===== config.mk =====
export PLATFORM = sky130hd
export DESIGN_NAME = icache_top
export DESIGN_NICKNAME = d
export VERILOG_FILES = /design/src/rtl/icache_pkg.sv /design/src/rtl/icache_fsm.sv /design/src/rtl/icache_tag_store.sv /design/src/rtl/icache_data_array.sv /design/src/rtl/icache_top.sv
export SDC_FILE = /design/constraint.sdc
export NUM_CORES = 2
export LEC_CHECK = 0
export BUFFER_PORTS_ARGS = -buffer_cell sky130_fd_sc_hd__buf_2
export CAP_MARGIN = 10
export CELL_PAD_IN_SITES_DETAIL_PLACEMENT = 0
export CELL_PAD_IN_SITES_GLOBAL_PLACEMENT = 1
export CORE_ASPECT_RATIO = 1.1
export CORE_MARGIN = 2
export CORE_UTILIZATION = 55
export DETAILED_ROUTE_END_ITERATION = 8
export PLACE_DENSITY_LB_ADDON = 0.25
export SLEW_MARGIN = 15
export SYNTH_ARGS = -nofsm -noshare
export SYNTH_HDL_FRONTEND = slang
export SYNTH_SLANG_ARGS = --single-unit
export TNS_END_PERCENT = 5

===== constraint.sdc =====
create_clock -name clk -period 15.1 [get_ports clk]
set_input_delay 0.755 -clock clk [delete_from_list [all_inputs] [get_ports clk]]
set_output_delay 0.755 -clock clk [all_outputs]
set_load 0.1 [all_outputs]

===== src/rtl/icache_pkg.sv =====
package icache_pkg;

  // byte address of the fetch stage
  localparam int addr_bits = 32;

  // 16-byte blocks, so the low four address bits pick a byte in the block
  localparam int offset_bits = 4;

  localparam int block_bytes = 1 << offset_bits;

  localparam int block_bits = 8 * block_bytes;  // one refill beat carries a whole block

  localparam int instr_bits = 32;

  localparam int instr_bytes = instr_bits / 8;

  // highest offset at which all four instruction bytes sit in the same block
  // anything above this spills into the following block
  localparam int last_aligned_offset = block_bytes - instr_bytes;

endpackage


===== src/rtl/icache_fsm.sv =====
`timescale 1ns/1ps

module icache_fsm (
  input  logic                               clk,
  input  logic                               rst,
  input  logic                               hit,                // pc block is present
  input  logic                               hit_missalign,      // following block is present
  input  logic                               mem_ready,          // one-cycle pulse, block is on the bus
  input  logic [icache_pkg::offset_bits-1:0] block_offset,       // byte offset of pc in its block
  output logic                               cache_rden,         // arrays are being read for the fetch
  output logic                               cache_wren,         // write the incoming block
  output logic                               mem_rden,           // block request, level until mem_ready
  output logic                               set_valid,
  output logic                               replace_tag,
  output logic                               stall,              // holds pc and the pipeline
  output logic                               addr_sel,           // 0 pc block, 1 following block
  output logic                               set_valid_align,
  output logic                               replace_tag_align
);
  import icache_pkg::*;

  typedef enum logic [1:0] {
    normal_op,
    allocate_1,
    allocate_2,
    cache_access
  } state_t;

  state_t state;
  state_t next_state;
  logic   crossing;

  // the instruction needs bytes from the next block as well
  assign crossing = (block_offset > last_aligned_offset);

  always_ff @(posedge clk or posedge rst) begin
    if (rst) begin
      state <= normal_op;
    end else begin
      state <= next_state;
    end
  end

  always_comb begin
    next_state        = state;
    cache_rden        = 1'b0;
    cache_wren        = 1'b0;
    mem_rden          = 1'b0;
    set_valid         = 1'b0;
    replace_tag       = 1'b0;
    stall             = 1'b0;
    addr_sel          = 1'b0;
    set_valid_align   = 1'b0;
    replace_tag_align = 1'b0;

    case (state)
      normal_op: begin
        if (!hit) begin
          next_state = allocate_1;  // pc block first, the following block is checked after it
          mem_rden   = 1'b1;
          stall      = 1'b1;
        end else if (crossing && !hit_missalign) begin
          next_state = allocate_2;
          mem_rden   = 1'b1;
          addr_sel   = 1'b1;
          stall      = 1'b1;
        end else begin
          cache_rden = 1'b1;  // plain hit, instr goes out this cycle
          set_valid  = 1'b1;  // valid is already set here so this rewrite changes nothing
        end
      end

      allocate_1: begin
        stall = 1'b1;
        if (mem_ready) begin
          cache_wren  = 1'b1;
          set_valid   = 1'b1;
          replace_tag = 1'b1;
          if (crossing && !hit_missalign) begin
            next_state = allocate_2;  // second refill follows without a gap
          end else begin
            next_state = cache_access;
          end
        end else begin
          mem_rden = 1'b1;
        end
      end

      allocate_2: begin
        stall    = 1'b1;
        addr_sel = 1'b1;  // memory address and write index point at the following block
        if (mem_ready) begin
          cache_wren        = 1'b1;
          set_valid_align   = 1'b1;
          replace_tag_align = 1'b1;
          next_state        = cache_access;
        end else begin
          mem_rden = 1'b1;
        end
      end

      cache_access: begin
        // both blocks are written by now, so instr is good with stall low
        cache_rden = 1'b1;
        next_state = normal_op;
      end

      default: begin
        next_state = normal_op;
      end
    endcase
  end

  // the memory request must not be withdrawn while memory is still working on it
  a_rden_held: assert property (
    @(posedge clk) disable iff (rst)
      (mem_rden && !mem_ready) |=> (mem_rden || mem_ready)
  ) else $error("mem_rden dropped before mem_ready");

  a_wren_with_ready: assert property (
    @(posedge clk) disable iff (rst)
      cache_wren |-> mem_ready
  ) else $error("cache_wren without a block from memory");

  a_access_no_stall: assert property (
    @(posedge clk) disable iff (rst)
      (state == cache_access) |-> !stall
  ) else $error("stall high in cache_access");

endmodule


===== src/rtl/icache_tag_store.sv =====
`timescale 1ns/1ps

module icache_tag_store #(
  parameter int index_bits = 4
) (
  input  logic                             clk,
  input  logic                             rst,
  input  logic [icache_pkg::addr_bits-1:0] pc,
  input  logic                             set_valid,
  input  logic                             replace_tag,
  input  logic                             set_valid_align,
  input  logic                             replace_tag_align,
  input  logic                             addr_sel,           // 0 pc block, 1 following block
  output logic                             hit,
  output logic                             hit_missalign,
  output logic [icache_pkg::addr_bits-1:0] mem_addr
);
  import icache_pkg::*;

  localparam int num_sets       = 1 << index_bits;
  localparam int block_num_bits = addr_bits - offset_bits;
  localparam int tag_bits       = block_num_bits - index_bits;

  logic [tag_bits-1:0]       tags [num_sets];
  logic [num_sets-1:0]       valid;
  logic [block_num_bits-1:0] pc_block;
  logic [block_num_bits-1:0] next_block;
  logic [block_num_bits-1:0] sel_block;
  logic [index_bits-1:0]     pc_index;
  logic [index_bits-1:0]     next_index;
  logic [index_bits-1:0]     wr_index;
  logic [tag_bits-1:0]       pc_tag;
  logic [tag_bits-1:0]       next_tag;
  logic [tag_bits-1:0]       wr_tag;

  assign pc_block   = pc[addr_bits-1:offset_bits];
  assign next_block = pc_block + 1'b1;  // a wrap out of the last set carries into the tag

  assign pc_index   = pc_block[index_bits-1:0];
  assign pc_tag     = pc_block[block_num_bits-1:index_bits];
  assign next_index = next_block[index_bits-1:0];
  assign next_tag   = next_block[block_num_bits-1:index_bits];

  assign hit           = valid[pc_index] && (tags[pc_index] == pc_tag);
  assign hit_missalign = valid[next_index] && (tags[next_index] == next_tag);

  // the same select drives the refill address and the tag write
  assign sel_block = addr_sel ? next_block : pc_block;
  assign wr_index  = sel_block[index_bits-1:0];
  assign wr_tag    = sel_block[block_num_bits-1:index_bits];
  assign mem_addr  = {sel_block, {offset_bits{1'b0}}};

  always_ff @(posedge clk) begin
    if (replace_tag || replace_tag_align) begin
      tags[wr_index] <= wr_tag;
    end
  end

  always_ff @(posedge clk or posedge rst) begin
    if (rst) begin
      valid <= '0;
    end else if (set_valid || set_valid_align) begin
      valid[wr_index] <= 1'b1;
    end
  end

  a_one_tag_write: assert property (
    @(posedge clk) disable iff (rst)
      !(replace_tag && replace_tag_align)
  ) else $error("both tag writes in one cycle");

  // a following-block tag written at the pc index would corrupt the set
  a_align_sel: assert property (
    @(posedge clk) disable iff (rst)
      replace_tag_align |-> addr_sel
  ) else $error("replace_tag_align with addr_sel low");

endmodule


===== src/rtl/icache_data_array.sv =====
`timescale 1ns/1ps

module icache_data_array #(
  parameter int index_bits = 4
) (
  input  logic                              clk,
  input  logic [icache_pkg::addr_bits-1:0]  pc,
  input  logic                              cache_wren,
  input  logic                              addr_sel,    // 0 pc set, 1 following set
  input  logic [icache_pkg::block_bits-1:0] mem_rdata,   // byte k of the block in bits 8k+7:8k
  output logic [icache_pkg::instr_bits-1:0] instr
);
  import icache_pkg::*;

  localparam int num_sets = 1 << index_bits;

  logic [block_bits-1:0]   blocks [num_sets];
  logic [offset_bits-1:0]  pc_offset;
  logic [index_bits-1:0]   pc_index;
  logic [index_bits-1:0]   next_index;
  logic [index_bits-1:0]   wr_index;
  logic [2*block_bits-1:0] pair;
  logic [offset_bits+2:0]  bit_pos;

  assign pc_offset  = pc[offset_bits-1:0];
  assign pc_index   = pc[offset_bits +: index_bits];
  assign next_index = pc_index + 1'b1;  // wraps to set 0 from the last set

  assign wr_index = addr_sel ? next_index : pc_index;

  always_ff @(posedge clk) begin
    if (cache_wren) begin
      blocks[wr_index] <= mem_rdata;
    end
  end

  // following block sits above the pc block, so a crossing word just runs on upward
  assign pair    = {blocks[next_index], blocks[pc_index]};
  assign bit_pos = {pc_offset, 3'b000};
  assign instr   = pair[bit_pos +: instr_bits];  // little endian, lowest byte at pc

endmodule


===== src/rtl/icache_top.sv =====
`timescale 1ns/1ps

module icache_top #(
  parameter int index_bits = 4
) (
  input  logic                              clk,
  input  logic                              rst,
  input  logic [icache_pkg::addr_bits-1:0]  pc,          // held by the fetch stage while stall
  output logic [icache_pkg::instr_bits-1:0] instr,       // good in any cycle with stall low
  output logic                              stall,
  output logic                              mem_rden,
  output logic [icache_pkg::addr_bits-1:0]  mem_addr,    // block aligned
  input  logic                              mem_ready,
  input  logic [icache_pkg::block_bits-1:0] mem_rdata
);
  import icache_pkg::*;

  logic hit;
  logic hit_missalign;
  logic cache_rden;         // read strobe kept from the controller, nothing outside needs it
  logic cache_wren;
  logic set_valid;
  logic replace_tag;
  logic set_valid_align;
  logic replace_tag_align;
  logic addr_sel;

  icache_fsm i_icache_fsm (
    .clk               (clk),
    .rst               (rst),
    .hit               (hit),
    .hit_missalign     (hit_missalign),
    .mem_ready         (mem_ready),
    .block_offset      (pc[offset_bits-1:0]),
    .cache_rden        (cache_rden),
    .cache_wren        (cache_wren),
    .mem_rden          (mem_rden),
    .set_valid         (set_valid),
    .replace_tag       (replace_tag),
    .stall             (stall),
    .addr_sel          (addr_sel),
    .set_valid_align   (set_valid_align),
    .replace_tag_align (replace_tag_align)
  );

  icache_tag_store #(
    .index_bits (index_bits)
  ) i_icache_tag_store (
    .clk               (clk),
    .rst               (rst),
    .pc                (pc),
    .set_valid         (set_valid),
    .replace_tag       (replace_tag),
    .set_valid_align   (set_valid_align),
    .replace_tag_align (replace_tag_align),
    .addr_sel          (addr_sel),
    .hit               (hit),
    .hit_missalign     (hit_missalign),
    .mem_addr          (mem_addr)
  );

  icache_data_array #(
    .index_bits (index_bits)
  ) i_icache_data_array (
    .clk        (clk),
    .pc         (pc),
    .cache_wren (cache_wren),
    .addr_sel   (addr_sel),
    .mem_rdata  (mem_rdata),
    .instr      (instr)
  );

endmodule


==> metrics.md <==
| Metric | Value |
|---|---|
| Crit share post-route | `0.599` |
| Hold/Removal Path Class | `primary input to asynchronous set/reset pin` |
| R2r endpoint | `i_icache_data_array.blocks[1][1]$_DFFE_PP_` |
| R2R Path Start | `i_icache_tag_store.tags[3][14]$_DFFE_PP_` |
| Slew headroom | `0.0799` |
| Detailed Route WL | `between 200 and 300 mm` |
| Final ANT Viol Nets | `0` |
| Met2 Use GR | `0.484` |
| CTS Sinks | `roughly 2,500` |
| Crit-path max FO | `124` |
| Asr flop ratio synth | `0.00735` |
| Clock Root Buffer | `clkbuf_16` |
| Reg-to-reg slack, setup | `roughly 9 ns` |
| Cell mode on critical path | `buf_4` |
| First-pass GRT wire length | `between 400 and 500 mm` |
| FF-to-FF path depth | `14` |
| CP arrival | `about 8.3 ns` |
| Slew Viols, Final | `0` |
| Fin area | `117,000 sq um` |
| Power Total | `15.8 mW` |
| Pwr Density | `135 nW/um^2` |
| Remaining DRCs | `0` |
| Status | `complete, no violations` |
| Sw power | `around 4 mW` |
| Clock Skew | `between 0.05 and 0.06 ns` |
| Sequential share of the synthesized area | `0.698` |
| Post-DP HPWL | `approximately 170 mm` |
| Post-synth top area cell | `edfxtp_1` |
| TritonCTS Buffers | `around 240` |
| Post-Layout Cell Count | `8,640` |
| RSZ-0062 raised after global routing | `false` |
| Full die area | `195,000 sq um` |
| Required time worst endpoint | `14.35 ns` |
| Flops & latches, synth | `2,450` |
| Mapped Cells | `roughly 5,700` |
| Core area | `between 150,000 and 200,000 sq um` |
| Max-cap viol count | `0` |
| Deepest clock path buffer count | `3` |
| PostCTS Resize Cnt | `0` |
| M1 GR Usage | `0.399` |
| Worst setup margin | `between 6 and 7 ns` |
| Clk_lat worst skew | `roughly 0.90 ns` |
| Synthesized area | `around 110,000 sq um` |
| Synth unique cells | `78` |
| DP Area | `around 110,000 sq um` |
| Crit path cell chain | `buf_12 > ha_4 > buf_4 > buf_4 > mux4_2 > mux4_2 > xnor2_1 > nand4_1 > nor2b_1 > and4_1 > a2111o_2 > nand2_2 > buf_4 > nand2_1 > xnor2_1 > buf_2` |
| Leakage Power | `38.1 nW` |
| WS Path Type | `primary input to primary output` |
| I/O pins | `approximately 230` |
| Fin nets | `a little over 6,000` |
| Hold buffer count at CTS | `0` |
| Least-Margin Pin Slew | `1.38 ns` |
| GRT busiest layer | `met2` |
| Die height | `around 460 um` |
| Routability-driven placement congestion ratio | `around 0.94` |
| Vias in the first global route | `between 50,000 and 60,000` |
| M3 GR Usage | `0.0522` |
| Peak Freq | `approximately 110 MHz` |
| Comb power frac | `0.127` |
| DRT Pass-1 Iters | `6` |
| Worst IR Drop VDD | `~0.00014 V` |
| Post-CTS Repair Setup Buffers | `0` |
| Global route overflow | `0` |
| Slowest stage delay, CP | `0.95 ns` |
| # rows | `approximately 170` |
| Slowest CP cell | `ha_4` |
| Final hold slack | `roughly 0.033 ns` |
| Nature of the critical path endpoint | `primary output` |
| Avg Vias per Cell | `6.80` |
| Seq pwr share | `0.500` |
| DP Worst Slack | `5.70 ns` |
| Critical path launch point | `pc[4]` |
| Initial antenna violation count | `59` |
| Minimum clock period | `roughly 9.0 ns` |
| Switch share | `0.253` |
| Die Width | `421 um` |
| Commonest cells in the netlist | `2,432 x edfxtp_1, 632 x mux4_2, 480 x mux2i_1` |
| EDFF count, synth | `between 2,000 and 2,500` |
| Initial Util | `0.553` |
| H-tree depth | `4` |
| # setup viols final | `0` |
| Synth warn | `0` |
| Gr usage total | `0.297` |
| Clock power frac | `0.373` |
| Count leader, synth | `edfxtp_1` |
| Placed cell count | `roughly 8,200` |
| Initial DRC Count | `about 7,000` |
| TritonCTS clock tree | `yes` |
| WL/cell | `between 30 and 40 um` |
| Synth-to-layout area growth | `11.2%` |
| Final hold viol count | `0` |
| Layout cells sized above 1 | `0.263` |
| Cell Int Power | `11.8 mW` |
| Fin util | `0.615` |
| Crit path capture | `mem_addr[20]` |
| Mapped Avg Cell Area | `about 19 sq um` |
| TNS Setup | `0 ns` |
| Post-synth top area share | `0.693` |
| Startpoint Class | `primary input` |
| Area contributors post-synth | `edfxtp_1 69%, mux4_2 14%, mux2i_1 4.6%, o21ai_0 1.7%, mux2_2 1.5%` |
| Largest net degree at the start of global routing | `138` |
| Port Buffers | `approximately 220` |
| Total vias in the final route | `just under 60,000` |
| Main synth FF type | `edfxtp_1` |
| Clock transition at path regs | `0.06 ns` |
-- layer usage --
metal  up-vias  part of all wire
met5         -           0.00062
met2      3038              0.49
met4        28             0.045
met1     30900              0.38
met3       717             0.086
li1      24100                 -
-- state kept, by name (all words and copies together), names as in the netlist --
| name | cells |
|---|---|
| i_icache_data_array.blocks | 2048 |
| i_icache_tag_store.tags | 384 |
| i_icache_tag_store.valid | 16 |
| i_icache_fsm.state | 2 |
-- power by group through the flow --
stage | registers (mW) | clock network [mW] | logic [mW]
global route | 7.92 | 6.21 | 2.10
finish | 7.90 | 5.89 | 2.00
floorplan | 8.09 | 0 | 1.29
global placement | 8.02 | 0 | 1.97
detailed placement | 8.04 | 0 | 1.99
CTS | 7.90 | 5.95 | 2.00
-- critical path: cells and delay by family --
kind | cells | cell delay, ns
mux | 2 | 1.06
buf+inv | 5 | 2.76
compound gates | 1 | 0.59
simple gates | 5 | 0.78
xor+xnor | 2 | 1.12
fa+ha+maj | 1 | 0.95
-- logic make-up after synthesis --
kind of cell	synth area share
mux	0.198
fa+ha+maj	0.000594
flops	0.698
compound gates	0.0533
other cells	0.0000356
buf+inv	0.0179
simple gates	0.0251
xor+xnor	0.00738
-- cell usage in the layout (no fill, tap or decap), drive strengths merged, types with 5 or more instances in the layout --
cell type | synthesis | routed
and2 | 9 | 9
nor3 | 41 | 41
nand4 | 19 | 19
dfrtp | 18 | 18
bufinv | 0 | 27
mux4 | 639 | 639
a31o | 47 | 47
o31ai | 7 | 7
edfxtp | 2432 | 2432
xnor2 | 60 | 60
mux2i | 482 | 482
o211ai | 13 | 13
a221oi | 127 | 127
a31oi | 6 | 6
a22oi | 143 | 143
and3 | 10 | 10
ha | 5 | 5
or4 | 5 | 5
nand2b | 7 | 7
nor4 | 18 | 18
inv | 14 | 23
nand3 | 121 | 121
clkbuf | 188 | 293
clkinv | 1 | 100
nor2 | 99 | 99
mux2 | 142 | 142
buf | 204 | 376
o22ai | 7 | 7
nand2 | 197 | 197
diode | 0 | 18
a21oi | 144 | 144
xor2 | 27 | 27
nor2b | 9 | 9
o21ai | 358 | 358
and4 | 6 | 6
-- final cells by class --
type / count / area (sq um)
Clock inverter: 139 / 1460
Multi-Input combinational cell: 2799 / 30300
Clock buffer: 293 / 6200
Fill cell: 13500 / 73300
Sequential cell: 2450 / 73500
Timing Repair Buffer: 376 / 2470
Tap cell: 2550 / 3190
Inverter: 15 / 61.3
Antenna cell: 18 / 45.0
-- worst min path at each step --
stage | start | end | slack, ns | cells past startpoint
finish | rst | i_icache_tag_store.valid[15]$_DFFE_PP0P_ | 0.03 | 2
global route | rst | i_icache_tag_store.valid[15]$_DFFE_PP0P_ | 0.07 | 2
CTS | rst | i_icache_tag_store.valid[4]$_DFFE_PP0P_ | 0.02 | 2
detailed placement | i_icache_tag_store.valid[6]$_DFFE_PP0P_ | i_icache_tag_store.valid[6]$_DFFE_PP0P_ | 0.47 | 1
global placement | i_icache_tag_store.valid[14]$_DFFE_PP0P_ | i_icache_tag_store.valid[14]$_DFFE_PP0P_ | 0.47 | 1
floorplan | i_icache_tag_store.valid[12]$_DFFE_PP0P_ | i_icache_tag_store.valid[12]$_DFFE_PP0P_ | 0.45 | 1
No activity file was read; power rests on OpenSTA's default activity.
